==> src/decode_config.svh <==
`ifndef DECODE_CONFIG_SVH
`define DECODE_CONFIG_SVH

// Datapath and instruction width
`define DEC_WORD_W 16

// Register file geometry
`define DEC_NREGS 8
`define DEC_REG_AW 3
`define DEC_LINK_REG 3'd7

// Instruction fields
`define DEC_OPCODE_W 5
`define DEC_IMM8_W 8
`define DEC_IMM11_W 11

// SIIC handler entry
`define DEC_TRAP_VECTOR 16'h0002

`endif

==> src/decode_pkg.sv <==
`default_nettype none

`include "decode_config.svh"

package decode_pkg;

    typedef logic [`DEC_WORD_W-1:0] word_t;
    typedef logic [`DEC_REG_AW-1:0] regAddr_t;
    typedef logic [`DEC_OPCODE_W-1:0] opcode_t;

    // Special and control transfer
    localparam opcode_t OP_HALT = 5'b00000;
    localparam opcode_t OP_NOP = 5'b00001;
    localparam opcode_t OP_SIIC = 5'b00010;
    localparam opcode_t OP_RTI = 5'b00011;
    localparam opcode_t OP_J = 5'b00100;
    localparam opcode_t OP_JR = 5'b00101;
    localparam opcode_t OP_JAL = 5'b00110;
    localparam opcode_t OP_JALR = 5'b00111;

    // Immediate ALU
    localparam opcode_t OP_ADDI = 5'b01000;
    localparam opcode_t OP_SUBI = 5'b01001;
    localparam opcode_t OP_XORI = 5'b01010;
    localparam opcode_t OP_ANDNI = 5'b01011;

    // Conditional branches, bits 12:11 pick the condition
    localparam opcode_t OP_BEQZ = 5'b01100;
    localparam opcode_t OP_BNEZ = 5'b01101;
    localparam opcode_t OP_BLTZ = 5'b01110;
    localparam opcode_t OP_BGEZ = 5'b01111;

    // Memory
    localparam opcode_t OP_ST = 5'b10000;
    localparam opcode_t OP_LD = 5'b10001;

    // Register-register ALU
    localparam opcode_t OP_ALU = 5'b11011;

endpackage

`default_nettype wire

==> src/decodeCtrlIf.sv <==
`default_nettype none

interface decodeCtrlIf;

    logic isBranch;
    logic isJump;
    // Target base is Rs instead of PC+2
    logic jumpReg;
    logic trap;
    logic rti;

    modport ctrl (
        output isBranch,
        output isJump,
        output jumpReg,
        output trap,
        output rti
    );

    modport branch (
        input isBranch,
        input isJump,
        input jumpReg,
        input trap,
        input rti
    );

endinterface

`default_nettype wire

==> src/branchUnit.sv <==
`default_nettype none

`include "decode_config.svh"

module branchUnit (
    input  logic              clk,
    input  logic              rst,
    input  decode_pkg::word_t instIn,
    input  decode_pkg::word_t pcPlus2,
    input  decode_pkg::word_t rs,
    input  decode_pkg::word_t fwdRs,
    input  logic              fwdSel,
    decodeCtrlIf.branch       ctl,
    output decode_pkg::word_t pcBranch,
    output logic              branch
);

    import decode_pkg::*;

    word_t rsEff;
    word_t epc;
    word_t base;
    word_t offset;
    word_t imm8Ext;
    word_t imm11Ext;
    logic rsZero;
    logic rsNeg;
    logic condTaken;

    assign rsEff = fwdSel ? fwdRs : rs;

    assign rsZero = (rsEff == '0);
    assign rsNeg = rsEff[`DEC_WORD_W-1];

    // EQZ, NEZ, LTZ, GEZ
    always_comb begin
        case (instIn[12:11])
            2'b00: condTaken = rsZero;
            2'b01: condTaken = !rsZero;
            2'b10: condTaken = rsNeg;
            default: condTaken = !rsNeg;
        endcase
    end

    assign imm8Ext = {{(`DEC_WORD_W-`DEC_IMM8_W){instIn[`DEC_IMM8_W-1]}},
                      instIn[`DEC_IMM8_W-1:0]};
    assign imm11Ext = {{(`DEC_WORD_W-`DEC_IMM11_W){instIn[`DEC_IMM11_W-1]}},
                       instIn[`DEC_IMM11_W-1:0]};

    // J and JAL carry the long displacement
    assign offset = (ctl.isJump && !ctl.jumpReg) ? imm11Ext : imm8Ext;
    assign base = ctl.jumpReg ? rsEff : pcPlus2;

    always_comb begin
        if (ctl.trap) begin
            pcBranch = `DEC_TRAP_VECTOR;
        end else if (ctl.rti) begin
            pcBranch = epc;
        end else begin
            pcBranch = base + offset;
        end
    end

    assign branch = ctl.isJump | ctl.trap | ctl.rti | (ctl.isBranch & condTaken);

    // Return address for RTI
    always_ff @(posedge clk) begin
        if (rst) begin
            epc <= '0;
        end else if (ctl.trap) begin
            epc <= pcPlus2;
        end
    end

endmodule

`default_nettype wire

==> src/decodeControl.sv <==
`default_nettype none

`include "decode_config.svh"

module decodeControl (
    input  decode_pkg::word_t    instIn,
    output logic                 regWrite,
    output logic                 dMemWrite,
    output logic                 dMemEn,
    output logic                 memToReg,
    output logic                 dMemDump,
    output logic                 err,
    output decode_pkg::regAddr_t rdAddr,
    decodeCtrlIf.ctrl            ctl
);

    import decode_pkg::*;

    opcode_t opcode;

    assign opcode = instIn[15:11];

    always_comb begin
        regWrite = 1'b0;
        dMemWrite = 1'b0;
        dMemEn = 1'b0;
        memToReg = 1'b0;
        dMemDump = 1'b0;
        err = 1'b0;
        ctl.isBranch = 1'b0;
        ctl.isJump = 1'b0;
        ctl.jumpReg = 1'b0;
        ctl.trap = 1'b0;
        ctl.rti = 1'b0;
        // I-format destination unless overridden
        rdAddr = instIn[7:5];

        case (opcode)
            OP_HALT: begin
                dMemDump = 1'b1;
            end
            OP_NOP: begin
            end
            OP_SIIC: begin
                ctl.trap = 1'b1;
            end
            OP_RTI: begin
                ctl.rti = 1'b1;
            end
            OP_J: begin
                ctl.isJump = 1'b1;
            end
            OP_JR: begin
                ctl.isJump = 1'b1;
                ctl.jumpReg = 1'b1;
            end
            OP_JAL: begin
                ctl.isJump = 1'b1;
                regWrite = 1'b1;
                rdAddr = `DEC_LINK_REG;
            end
            OP_JALR: begin
                ctl.isJump = 1'b1;
                ctl.jumpReg = 1'b1;
                regWrite = 1'b1;
                rdAddr = `DEC_LINK_REG;
            end
            OP_ADDI, OP_SUBI, OP_XORI, OP_ANDNI: begin
                regWrite = 1'b1;
            end
            OP_BEQZ, OP_BNEZ, OP_BLTZ, OP_BGEZ: begin
                ctl.isBranch = 1'b1;
            end
            OP_ST: begin
                dMemEn = 1'b1;
                dMemWrite = 1'b1;
            end
            OP_LD: begin
                dMemEn = 1'b1;
                memToReg = 1'b1;
                regWrite = 1'b1;
            end
            OP_ALU: begin
                regWrite = 1'b1;
                // R-format writes Rd in bits 4:2
                rdAddr = instIn[4:2];
            end
            default: begin
                err = 1'b1;
            end
        endcase
    end

endmodule

`default_nettype wire

==> src/decodeStage.sv <==
`default_nettype none

module decodeStage (
    input  logic                 clk,
    input  logic                 rst,
    input  decode_pkg::word_t    instIn,
    input  decode_pkg::word_t    pcPlus2In,
    input  decode_pkg::word_t    wbData,
    input  logic                 wbRegWrite,
    input  decode_pkg::regAddr_t wbRdAddr,
    input  logic                 fwdSel,
    input  decode_pkg::word_t    fwdRs,
    output decode_pkg::word_t    instOut,
    output decode_pkg::word_t    pcPlus2Out,
    output decode_pkg::word_t    rs,
    output decode_pkg::word_t    rt,
    output logic                 regWrite,
    output logic                 dMemWrite,
    output logic                 dMemEn,
    output logic                 memToReg,
    output logic                 dMemDump,
    output decode_pkg::regAddr_t rdAddr,
    output decode_pkg::word_t    pcBranch,
    output logic                 branch,
    output logic                 err
);

    decodeCtrlIf ctrlBus();

    // Forwarded to execute unchanged
    assign instOut = instIn;
    assign pcPlus2Out = pcPlus2In;

    decodeControl u_control (
        .instIn    (instIn),
        .regWrite  (regWrite),
        .dMemWrite (dMemWrite),
        .dMemEn    (dMemEn),
        .memToReg  (memToReg),
        .dMemDump  (dMemDump),
        .err       (err),
        .rdAddr    (rdAddr),
        .ctl       (ctrlBus.ctrl)
    );

    regFile u_regFile (
        .clk     (clk),
        .rst     (rst),
        .rdSel1  (instIn[10:8]),
        .rdSel2  (instIn[7:5]),
        .wrSel   (wbRdAddr),
        .wrData  (wbData),
        .wrEn    (wbRegWrite),
        .rdData1 (rs),
        .rdData2 (rt)
    );

    branchUnit u_branch (
        .clk      (clk),
        .rst      (rst),
        .instIn   (instIn),
        .pcPlus2  (pcPlus2In),
        .rs       (rs),
        .fwdRs    (fwdRs),
        .fwdSel   (fwdSel),
        .ctl      (ctrlBus.branch),
        .pcBranch (pcBranch),
        .branch   (branch)
    );

endmodule

`default_nettype wire

==> src/regFile.sv <==
`default_nettype none

`include "decode_config.svh"

module regFile (
    input  logic                 clk,
    input  logic                 rst,
    input  decode_pkg::regAddr_t rdSel1,
    input  decode_pkg::regAddr_t rdSel2,
    input  decode_pkg::regAddr_t wrSel,
    input  decode_pkg::word_t    wrData,
    input  logic                 wrEn,
    output decode_pkg::word_t    rdData1,
    output decode_pkg::word_t    rdData2
);

    import decode_pkg::*;

    word_t regs [`DEC_NREGS];
    logic hit1;
    logic hit2;

    always_ff @(posedge clk) begin
        if (rst) begin
            for (int i = 0; i < `DEC_NREGS; i++) begin
                regs[i] <= '0;
            end
        end else if (wrEn) begin
            regs[wrSel] <= wrData;
        end
    end

    // Same-cycle writeback is visible to decode
    assign hit1 = wrEn && (wrSel == rdSel1);
    assign hit2 = wrEn && (wrSel == rdSel2);

    assign rdData1 = hit1 ? wrData : regs[rdSel1];
    assign rdData2 = hit2 ? wrData : regs[rdSel2];

endmodule

`default_nettype wire

==> config.mk <==
export PLATFORM = sky130hd
export DESIGN_NAME = decodeStage
export DESIGN_NICKNAME = d
export VERILOG_FILES = /design/src/decode_pkg.sv /design/src/decodeCtrlIf.sv /design/src/branchUnit.sv /design/src/decodeControl.sv /design/src/decodeStage.sv /design/src/regFile.sv
export VERILOG_INCLUDE_DIRS = /design/src /design/src/src
export SDC_FILE = /design/constraint.sdc
export NUM_CORES = 1
export LEC_CHECK = 0
export BUFFER_PORTS_ARGS = -buffer_cell sky130_fd_sc_hd__buf_2
export CELL_PAD_IN_SITES_DETAIL_PLACEMENT = 1
export CELL_PAD_IN_SITES_GLOBAL_PLACEMENT = 1
export CORE_MARGIN = 2
export CORE_UTILIZATION = 46
export DETAILED_ROUTE_END_ITERATION = 10
export PLACE_DENSITY_LB_ADDON = 0.1
export RECOVER_POWER = 50
export REMOVE_ABC_BUFFERS = 1
export SETUP_SLACK_MARGIN = 0.1
export SYNTH_ARGS = -nofsm -noshare
export SYNTH_HDL_FRONTEND = slang
export SYNTH_SLANG_ARGS = --single-unit
==> constraint.sdc <==
create_clock -name clk -period 5.6 [get_ports clk]
set_input_delay 0.28 -clock clk [delete_from_list [all_inputs] [get_ports clk]]
set_output_delay 0.28 -clock clk [all_outputs]
set_load 0.05 [all_outputs]
Word-level counts from Yosys, hierarchy flattened. Memory sizes are Yosys's and may differ from the RTL's. Cells that the tools add are included. W data, S select, Z words.

Register bits after elaboration: 16. Bits in writable memories: 128. Input port bits: 71. Output and inout port bits: 90. Memories kept: 1.

Add/sub/neg operators: 1. Eq/ne operators: 22. Muxes and demuxes: 28. Bitwise gates (word level): 4. Reductions and logical operators: 17.

Memories: u_regFile.regs (depth 8, bits a word 16, read ports 2, clocked after memory_dff 0, wr ports 8, line regFile.sv:19) `` word_t regs [`DEC_NREGS]; ``.

Operator list (count): $mux W16 (8); $eq A5 B4 Y1 const B (8); $eq A5 B3 Y1 const B (4); $reduce_or A19 Y1 (1); $mux W1 (17); $add A16 B16 Y16 (1); $logic_not A16 Y1 (1); $reduce_or A16 Y1 (1); $eq A5 B5 Y1 const B (3); $eq A5 B2 Y1 const B (2); $reduce_or A4 Y1 (2); $reduce_or A8 Y1 (1); $eq A3 B3 Y1 (2); $pmux W3 S2 (1); $reduce_or A2 Y1 (3); $eq A5 B1 Y1 const B (1); $logic_not A5 Y1 (1); $logic_and A1 B1 Y1 (3); $logic_not A1 Y1 (3); $mux W3 (1); $or A1 B1 Y1 (3); $pmux W1 S3 (1); $eq A2 B1 Y1 const B (1); $eq A2 B2 Y1 const B (1); other kinds (2) (2).

Depth between registers and ports, before layout. Gate-level depths: netlist (run 1).

Depth in word-level cells: 9. Gate-level depth with buffers: 18. Gate-level depth less buffers: 15.

Hierarchy. A second synthesis (run 1) with hierarchy kept.

Cells, all modules: 784. Area total of the unflattened synthesis: 9984.6 µm².

By module, submodules not included: regFile (times used 1, cells each 445, area an instance 7453.4 µm², seq. area each 3843.7 µm²); branchUnit (times used 1, cells each 278, area an instance 2072.0 µm², seq. area each 320.3 µm²); decodeStage (times used 1, cells each 32, area an instance 240.2 µm², seq. area each 0.0 µm²); decodeControl (times used 1, cells each 29, area an instance 219.0 µm², seq. area each 0.0 µm²).

Least setup slack after synthesis (run 1). No wires, ideal clock.

Path kind: input to output. Start: input port instIn[9]. End: output port pcBranch[14]. Arrival: 4693 ps. Required time: 5320 ps. Path slack: 627 ps. Stages: 17. Path through: clkbuf_1 > clkbuf_1 > mux4_2 > mux2_2 > mux2_2 > mux2i_1 > a21oi_1 > ha_1 > fa_1 > a21o_1 > a21oi_1 > o211ai_1 > a41oi_1 > o21ai_1 > a31oi_1 > xor2_1 > o21ai_1.

Cells in the longest elaborated chain, start to end: 8. Elaborated cells on any way between the ends: 10. Classes of those cells: 1 x add/sub; 1 x eq/ne; 6 x mux; 1 x reduce/logical; 1 x memory.

RTL lines: start: declaration (line decodeStage.sv:6) `input decode_pkg::word_t instIn,`; parallel branches: the longest is 2 deep, another holds $mem_v2 Z8 W16; $mux W16 * (line regFile.sv:37) `assign rdData1 = hit1 ? wrData : regs[rdSel1];`; via rs[0] (line decodeStage.sv:15) `output decode_pkg::word_t rs,`; $mux W16 * (line branchUnit.sv:30) `assign rsEff = fwdSel ? fwdRs : rs;`; $mux W16 * (line branchUnit.sv:52) `assign base = ctl.jumpReg ? rsEff : pcPlus2;`; $add A16 B16 Y16 * (line branchUnit.sv:60) `pcBranch = base + offset;`; $mux W16 * (line branchUnit.sv:57) `end else if (ctl.rti) begin`; $mux W16 * (line branchUnit.sv:55) `if (ctl.trap) begin`; end: declaration (line decodeStage.sv:23) `output decode_pkg::word_t pcBranch,`.

Mark *: on every way through the listed nets, which the timed path passes.

==> impl_metrics.py, run 1 <==
metrics = {
    "timing": {
        "rsz0062_at_grt": "false",
        "timing.slew.headroom_pct": -80.8,
        "hold_ws_ns": 0.111,
        "final.setup.worst_slack_ns": 0.392,
        "drv_slew": 59,
        "max_freq_mhz": 192,
        "finalHoldViolations": 0,
        "clock_skew_ns": 0,
        "finalCriticalPeriod_ns": 5.21,
        "finalSetupViolCount": 0,
        "finalCritPeriodShare_pct": 93.0,
        "tightest_slew_ns": 2.71,
        "fin_setup_tns_ns": 0,
    },
    "placed_design": {
        "pre_cts_slack_ns": 0.525,
        "dpl.hpwl_um": 20400,
        "placed_area_sq_um": 10300,
        "gp_congestion": 0.858,
        "io_buffers": 160,
    },
    "pwr": {
        "power_per_cell_area_nw_per_um2": 313,
        "leakage_nw": 4.05,
        "total_power_mw": 3.38,
        "vdd_drop_max_uv": 251,
    },
    "layout": {
        "syn_to_final_growth_pct": 14.8,
        "layout_commonest_cell": "edfxtp_1",
        "antenna_cells": 0,
        "regArea_sq_um": 4160,
        "final_cell_mix": "edfxtp_1, buf_2, and2_0",
        "final.fill_count": 2170,
        "multi_input_area_sq_um": 4750,
        "design_area_sq_um": 10800,
        "fin_nets": 1002,
        "drive_above_1_share_pct": 29.3,
    },
    "clock_tree": {
        "insertion_delay_ns": 0.43,
        "holdBufCountCts": 0,
        "clk_pin_slew_ns": 0.07,
        "ctsRootBufferMaster": "clkbuf_16",
        "h-tree-depth": 4,
        "cts_made_buffers": 17,
        "cts_resized": 0,
        "postCtsSetupRepairBufs": 0,
        "cts_tree": "yes",
        "cts.sink_count": 144,
        "clockBufferDepth": 2,
    },
    "worst_setup_path": {
        "crit_start": "u_regFile.regs[2][0]",
        "cp_max_fo": 3,
        "critPathArrivalTime_ns": 4.93,
        "start_kind": "flop",
        "crit_required_ns": 5.32,
        "end_kind": "output pin",
        "critPathKind": "flop to output pin",
        "r2r-start": "u_branch.epc[0]",
    },
    "synthesis": {
        "synth_area_leader_cell": "edfxtp_1",
        "synth.distinct_cells": 54,
        "netlist_area_sq_um": 9400,
        "synth_top_area_share_pct": 40.9,
        "yosysWarnings": 0,
        "avgSynthCellArea_sq_um": 11.8,
        "synth-seq-area-share_pct": 44.3,
        "ys_ff_latch": 144,
        "synthTopCellsByArea": "edfxtp_1, mux4_2, and2_1",
        "yosys_most_used_dff": "edfxtp_1",
        "synth_edf_count": 128,
        "async_flop_share_pct": 0,
        "syn_inst": 794,
    },
    "grt": {
        "grt_pass1_vias": 7435,
        "grt_pass1_wl_um": 44400,
        "grt_max_degree": 37,
        "overflow": 0,
        "antenna_found_initial": 0,
        "grt_util_all_layers_pct": 27.9,
    },
    "drt": {
        "drt-initial-drc-count": 310,
        "post_drt_wl_per_cell_um": 24.9,
        "first_pass_iters": 5,
        "postRouteAntennaNets": 0,
        "drc": 0,
        "num_vias": 7005,
        "wl_um": 29700,
        "vias_per_cell": 5.86,
    },
    "worst_hold_path": {
        "min-delay-path-class": "input port to flop",
        "min-delay-start": "pcPlus2In[5]",
    },
    "floorplan": {
        "row_count": 52,
        "die_x_um": 147,
        "core_sq_um": 20200,
        "pin_count": 161,
        "die_area_sq_um": 21600,
        "initial_core_util_pct": 46.6,
        "die_h_um": 147,
    },
    "outcome": {
        "outcome": "finished with violations",
        "violations": "max-capacitance violations, max-slew violations",
    },
    "run": {
        "drv_cap": 2,
    },
}
==> stage by stage <==
step | utilization, % | cells
2_1_floorplan | - | 708
3_3_place_gp | 50.9 | 1164
3_5_place_dp | 50.9 | 1164
4_1_cts | 53.9 | 1196
5_1_grt | 53.5 | 1196
6_report | 53.5 | 1196
==> critical path, cell delays in order, from the launching register on <==
cell and delay, ns:
edfxtp_1 0.43, mux4_2 0.50, mux2_2 0.27, mux2_2 0.30
mux2i_1 0.22, a21oi_1 0.11, ha_1 0.24, fa_1 0.45
a21o_1 0.18, a21oi_1 0.27, o211ai_1 0.18, a41oi_1 0.47
o21ai_1 0.10, a31oi_1 0.24, xor2_1 0.10, o21ai_1 0.16
buf_2 0.29
==> kinds of logic (layout without fill, tap and decap cells) <==
group,count (synthesis),in the layout,synth area share (%)
xor+xnor,20,20,1.86
fa+ha+maj,18,18,2.48
buf+inv,91,223,5.34
simple gates,288,288,16.4
flops,144,144,44.3
compound gates,102,102,6.22
mux,131,131,23.4
==> per-layer routing <==
layer  vias to the layer above  global-route usage, %  wire length [um]
li1                       3152                      -                 -
met5                         -                      0                 0
met2                       248                   51.2             15600
met4                         0                   11.3               985
met1                      3546                   32.6             11600
met3                        59                   4.69              1510
==> flip-flops by register name, summed over array words and instances (netlist names) <==
| register | flops |
|---|---|
| u_branch.epc | 16 |
| u_regFile.regs | 128 |
==> power breakdown <==
part,internal (mW),switching [mW]
Combinational,0.284,0.617
Clock,0.743,0.470
Sequential,1.23,0.0336
Total,2.26,1.12
==> synthesized netlist by cell type, types with 7 or more instances <==
cell type  number
buf_4          32
nor2_1         52
and2_1        130
mux2_2         28
xor2_1          7
nand2_1        48
xnor2_1        13
mux4_2         56
ha_1           17
dfxtp_1        16
nor3_1          7
mux2i_1        35
o21ai_1        13
edfxtp_1      128
clkbuf_1       43
mux4_1          8
a21oi_1        61
nand3_1        16
==> final cells by class <==
class                   instances  area share (%)
multi-input cells             559            44.0
clock buffers                  17            3.94
inverters                       5           0.174
repair buffers                186            8.43
flip-flops and latches        144            38.6
well taps                     270            3.13
clock inverters                15            1.76
==> path summary, 6_finish.rpt <==
kind,endpoint,slack [ns],depth (start not counted)
worst max-delay path,pcBranch[14],0.39,16
worst min-delay path,u_branch.epc[5],0.11,3
worst max register to register,u_branch.epc[0],4.96,2
worst min register to register,u_branch.epc[8],0.46,2
(Power assumes the default switching activity.)
==> run 2: changes to the inputs <==
CORE_MARGIN = 8   (was 2)
==> run 2 against run 1 <==
- the flow still finishes with violations (max-capacitance violations, max-slew violations)
- sequential power is essentially flat
- utilization shrank 0.11 points
- highest routed layer unchanged
- first-iteration DRC count grew 75%
- clock skew is the same
- hold slack lost 0.00095 ns
- die area grew 17%
- total power shrank 1.2%
- via count grew 1.8%
- final cell count shrank 0.17%
- largest cell class unchanged
- fmax grew 0.83%
- critical path type unchanged
==> impl_metrics.py, run 2 (same netlist as run 1, synthesis figures left out) <==
metrics = {
    "pwr": {
        "vdd_drop_max_uv": 229,
        "leakage_nw": 4.05,
        "power_per_cell_area_nw_per_um2": 310,
    },
    "drt": {
        "first_pass_iters": 5,
        "wl_um": 30700,
        "postRouteAntennaNets": 0,
        "num_vias": 7129,
        "vias_per_cell": 5.97,
        "post_drt_wl_per_cell_um": 25.7,
        "drc": 0,
        "drt-initial-drc-count": 541,
    },
    "worst_setup_path": {
        "end_kind": "output pin",
        "r2r-start": "u_branch.epc[13]",
        "regToRegEndpoint": "u_branch.epc[13]",
        "cp_max_fo": 3,
        "crit_required_ns": 5.32,
        "critPathKind": "flop to output pin",
        "critPathArrivalTime_ns": 4.89,
        "regToRegSetupSlack_ns": 4.93,
        "start_kind": "flop",
        "ff2ff_path_depth": 2,
    },
    "layout": {
        "antenna_cells": 0,
        "fin_nets": 1000,
        "final_cells": 1194,
        "regMostFlops": "u_regFile.regs",
        "drive_above_1_share_pct": 29.1,
        "layout_commonest_cell": "edfxtp_1",
        "largest_reg_flops": 128,
        "final_cell_mix": "edfxtp_1, buf_2, and2_0",
        "syn_to_final_growth_pct": 14.6,
        "fin_util_pct": 53.4,
        "reg_top3": "u_regFile.regs (128), u_branch.epc (16)",
    },
    "timing": {
        "max_freq_mhz": 194,
        "fin_setup_tns_ns": 0,
        "drv_slew": 34,
        "tightest_slew_ns": 1.74,
        "finalCriticalPeriod_ns": 5.17,
        "clock_skew_ns": 0,
        "rsz0062_at_grt": "false",
        "timing.slew.headroom_pct": -15.9,
        "finalSetupViolCount": 0,
        "finalCritPeriodShare_pct": 92.2,
        "finalHoldViolations": 0,
    },
    "grt": {
        "grt_pass1_wl_um": 47400,
        "grt_max_degree": 34,
        "grt_pass1_vias": 7811,
        "overflow": 0,
        "grt_util_all_layers_pct": 24.5,
        "antenna_found_initial": 0,
    },
    "clock_tree": {
        "cts_made_buffers": 17,
        "insertion_delay_ns": 0.43,
        "holdBufCountCts": 0,
        "postCtsSetupRepairBufs": 0,
        "cts_resized": 0,
        "ctsRootBufferMaster": "clkbuf_16",
        "cts.sink_count": 144,
        "clk_pin_slew_ns": 0.07,
        "h-tree-depth": 4,
        "clockBufferDepth": 2,
        "cts_tree": "yes",
    },
    "placed_design": {
        "io_buffers": 160,
        "gp_congestion": 0.846,
        "place_inst": 1162,
        "dpl.hpwl_um": 21200,
    },
    "worst_hold_path": {
        "min_path_cells": 3,
        "min-delay-path-class": "input port to flop",
        "whs_endpoint": "u_branch.epc[7]",
        "min-delay-start": "pcPlus2In[7]",
    },
    "floorplan": {
        "die_x_um": 159,
        "initial_core_util_pct": 46.6,
        "core_sq_um": 20200,
        "die_h_um": 159,
        "row_count": 52,
        "pin_count": 161,
        "die_area_sq_um": 25300,
    },
    "outcome": {
        "outcome": "finished with violations",
        "violations": "max-capacitance violations, max-slew violations",
    },
    "run": {
        "drv_cap": 2,
    },
}
-- run 2: cell types whose count changed in the layout (fill, tap and decap cells not counted), moves of 2 or more --
cell,before,now
and2_0,81,71
clkbuf_1,47,45
or2_0,0,2
clkinv_4,2,5
or2_2,5,3
and2_1,49,59
clkinv_2,4,1
-- run 2: final cells by class --
type                       instances  area, sq um
sequential                       144         4160
fill                            2168         9400
clock buffer                      19          433
multi-input combinational        559         4750
tap                              270          338
inverter                           5         18.8
clock inverter                    13          163
timing repair buffer             184          907
-- run 2: worst max-delay path: stages (launching register included) --
cell      delay (ns)
edfxtp_1        0.41
mux4_2          0.47
mux2_2          0.27
mux2_2          0.31
mux2i_1         0.19
a21oi_1         0.10
ha_1            0.25
fa_1            0.46
a21o_1          0.19
a21oi_1         0.29
o211ai_1        0.20
a41oi_1         0.46
o21bai_1        0.12
a21oi_1         0.21
xor2_1          0.09
o21ai_1         0.13
buf_2           0.28
-- run 2: metrics by stage --
stage / setup WS [ns] / hold slack (ns) / total power [mW] / area [sq um]
5_1_grt: 0.205 / 0.108 / 3.45 / 10800
2_1_floorplan: 0.987 / 0.349 / 1.85 / 8910
3_5_place_dp: 0.622 / 0.451 / 2.19 / 10300
3_3_place_gp: 0.740 / 0.443 / 2.17 / 10300
4_1_cts: 0.467 / 0.0958 / 3.36 / 10900
6_report: 0.435 / 0.110 / 3.34 / 10800
-- run 2: power breakdown --
group	total (mW)	internal, mW	leakage (nW)	switching, mW
Sequential	1.26	1.23	1.36	0.0315
Combinational	0.905	0.281	2.41	0.623
Clock	1.17	0.702	0.287	0.471
-- run 2: worst max-delay path by stage --
stage,startpoint,end,depth (start not counted)
global route,u_regFile.regs[0][0],pcBranch[12],16
finish,u_regFile.regs[6][0],pcBranch[12],16
detailed placement,instIn[8],pcBranch[14],17
CTS,u_regFile.regs[6][0],pcBranch[12],16
global placement,instIn[8],pcBranch[15],17
floorplan,u_regFile.regs[7][0],pcBranch[14],15
-- run 2: metal layers --
layer  vias to the layer above  global-route usage [%]  wire [um]
li1                       3144                       -          -
met1                      3632                    29.6      12500
met2                       301                    42.3      15400
met3                        52                    5.43       1990
met4                         0                    8.75        790
met5                         -                       0          0
==> run 3: changes to the inputs <==
CORE_MARGIN = 5   (was 8)
==> run 3 against run 2 <==
- the run still ends with max-capacitance violations, max-slew violations left
- utilization grew 0.25 points
- routed wire length shrank 0.51%
- clock skew is the same
- critical path depth grew 1
- hold slack gained 0.0029 ns
==> impl_metrics.py, run 3 (same netlist as run 1, synthesis figures left out) <==
metrics = {
    "pwr": {
        "total_power_mw": 3.41,
        "power_per_cell_area_nw_per_um2": 316,
        "leakage_nw": 4.10,
        "vdd_drop_max_uv": 227,
    },
    "layout": {
        "regArea_sq_um": 4160,
        "final_cell_mix": "edfxtp_1, buf_2, and2_1",
        "multi_input_area_sq_um": 4740,
        "layout_commonest_cell": "edfxtp_1",
        "drive_above_1_share_pct": 29.6,
        "reg_top3": "u_regFile.regs (128), u_branch.epc (16)",
        "antenna_cells": 0,
        "final.fill_count": 2188,
        "fin_nets": 1002,
        "largest_reg_flops": 128,
        "syn_to_final_growth_pct": 15.1,
        "regMostFlops": "u_regFile.regs",
    },
    "timing": {
        "max_freq_mhz": 194,
        "timing.slew.headroom_pct": -59.5,
        "final.setup.worst_slack_ns": 0.456,
        "finalSetupViolCount": 0,
        "finalHoldViolations": 0,
        "fin_setup_tns_ns": 0,
        "tightest_slew_ns": 2.39,
        "clock_skew_ns": 0,
        "finalCriticalPeriod_ns": 5.14,
        "hold_ws_ns": 0.113,
        "rsz0062_at_grt": "false",
        "finalCritPeriodShare_pct": 91.9,
        "drv_slew": 109,
    },
    "outcome": {
        "violations": "max-capacitance violations, max-slew violations",
        "outcome": "finished with violations",
    },
    "grt": {
        "grt_max_degree": 36,
        "grt_pass1_wl_um": 46800,
        "antenna_found_initial": 1,
        "overflow": 0,
        "grt_util_all_layers_pct": 26.2,
        "grt_pass1_vias": 7837,
    },
    "floorplan": {
        "die_area_sq_um": 23400,
        "pin_count": 161,
        "die_x_um": 153,
        "row_count": 52,
        "core_sq_um": 20200,
        "die_h_um": 153,
        "initial_core_util_pct": 46.6,
    },
    "worst_setup_path": {
        "end_kind": "output pin",
        "critPathKind": "input port to output pin",
        "critPathArrivalTime_ns": 4.86,
        "ff2ff_path_depth": 2,
        "cp_num_buf_inv": 3,
        "path_delay_family": "compound AO/OA/AOI/OAI gates",
        "regToRegEndpoint": "u_branch.epc[4]",
        "slowest_delay_ns": 0.47,
        "cp_slowest_cell": "a41oi_1",
        "crit_required_ns": 5.32,
        "r2r-start": "u_branch.epc[4]",
        "cp_max_fo": 15,
        "start_kind": "input port",
        "path_cells": "buf_2 > xnor2_1 > nand4_2 > buf_4 > mux2_4 > mux2i_1 > a21oi_1 > fa_1 > a21o_1 > a21oi_1 > o211ai_1 > a41oi_1 > o21ai_1 > a31oi_1 > xor2_1 > o21ai_1 > buf_2",
        "regToRegSetupSlack_ns": 4.95,
    },
    "drt": {
        "drt-initial-drc-count": 478,
        "post_drt_wl_per_cell_um": 25.5,
        "num_vias": 7079,
        "wl_um": 30500,
        "postRouteAntennaNets": 0,
        "first_pass_iters": 5,
        "drc": 0,
        "vias_per_cell": 5.92,
    },
    "clock_tree": {
        "postCtsSetupRepairBufs": 0,
        "insertion_delay_ns": 0.43,
        "clk_pin_slew_ns": 0.07,
        "ctsRootBufferMaster": "clkbuf_16",
        "holdBufCountCts": 0,
        "cts_tree": "yes",
        "clockBufferDepth": 2,
        "h-tree-depth": 4,
        "cts_resized": 0,
        "cts_made_buffers": 17,
        "cts.sink_count": 144,
    },
    "worst_hold_path": {
        "min-delay-start": "pcPlus2In[7]",
        "min_path_cells": 3,
        "whs_endpoint": "u_branch.epc[7]",
        "min-delay-path-class": "input port to flop",
    },
    "placed_design": {
        "dpl.hpwl_um": 21100,
        "io_buffers": 160,
        "gp_congestion": 0.985,
        "pre_cts_slack_ns": 0.469,
    },
    "run": {
        "drv_cap": 5,
    },
}
[run 3: cell count changes in the layout (fill, tap and decap cells not counted), sizes merged]
cell and change:
buf +4, inv +3, clkinvlp +1, bufinv +1, clkbuf -4, clkinv -4
[run 3: worst min-delay path, delay by kind of cell]
kind / cells / cell delay [ns]
AND/OR/NAND/NOR: 1 / 0.05
AO/OA/AOI/OAI: 1 / 0.05
buffers and inverters: 1 / 0.11
[run 3: worst max-delay path by stage]
stage                              start           end  slack (ns)  depth (start not counted)
floorplan           u_regFile.regs[7][0]  pcBranch[14]        0.99                         15
global placement               instIn[8]  pcBranch[14]        0.62                         17
detailed placement             instIn[8]  pcBranch[14]        0.47                         17
CTS                 u_regFile.regs[6][0]  pcBranch[14]        0.44                         16
global route                   instIn[8]  pcBranch[15]        0.19                         17
finish                         instIn[8]  pcBranch[14]        0.46                         17
[run 3: stage by stage]
| stage | cells | cell area, sq um | util (%) |
|---|---|---|---|
| floorplan | 708 | 8910 | - |
| global placement | 1164 | 10300 | 50.9 |
| detailed placement | 1164 | 10300 | 50.9 |
| CTS | 1195 | 10900 | 54.1 |
| global route | 1195 | 10800 | 53.6 |
| finish | 1195 | 10800 | 53.6 |
[run 3: per-layer routing]
metal	part of all wire, %	track usage (%)
met1	39	31.4
met4	1.9	6.70
met2	52	47.8
met3	7.2	6.02
met5	0	0
[run 3: power breakdown]
group | internal (mW) | leakage, nW | switching [mW] | total (mW)
clock network | 0.753 | 0.304 | 0.487 | 1.24
logic | 0.285 | 2.44 | 0.624 | 0.909
registers | 1.23 | 1.36 | 0.0327 | 1.27
[run 3: layout make-up]
type,count,area share [%]
Clock buffer,17,3.93
Clock inverter,14,1.91
Inverter,5,0.173
Multi-Input combinational cell,559,43.8
Sequential cell,144,38.5
Tap cell,270,3.12
Timing Repair Buffer,186,8.55
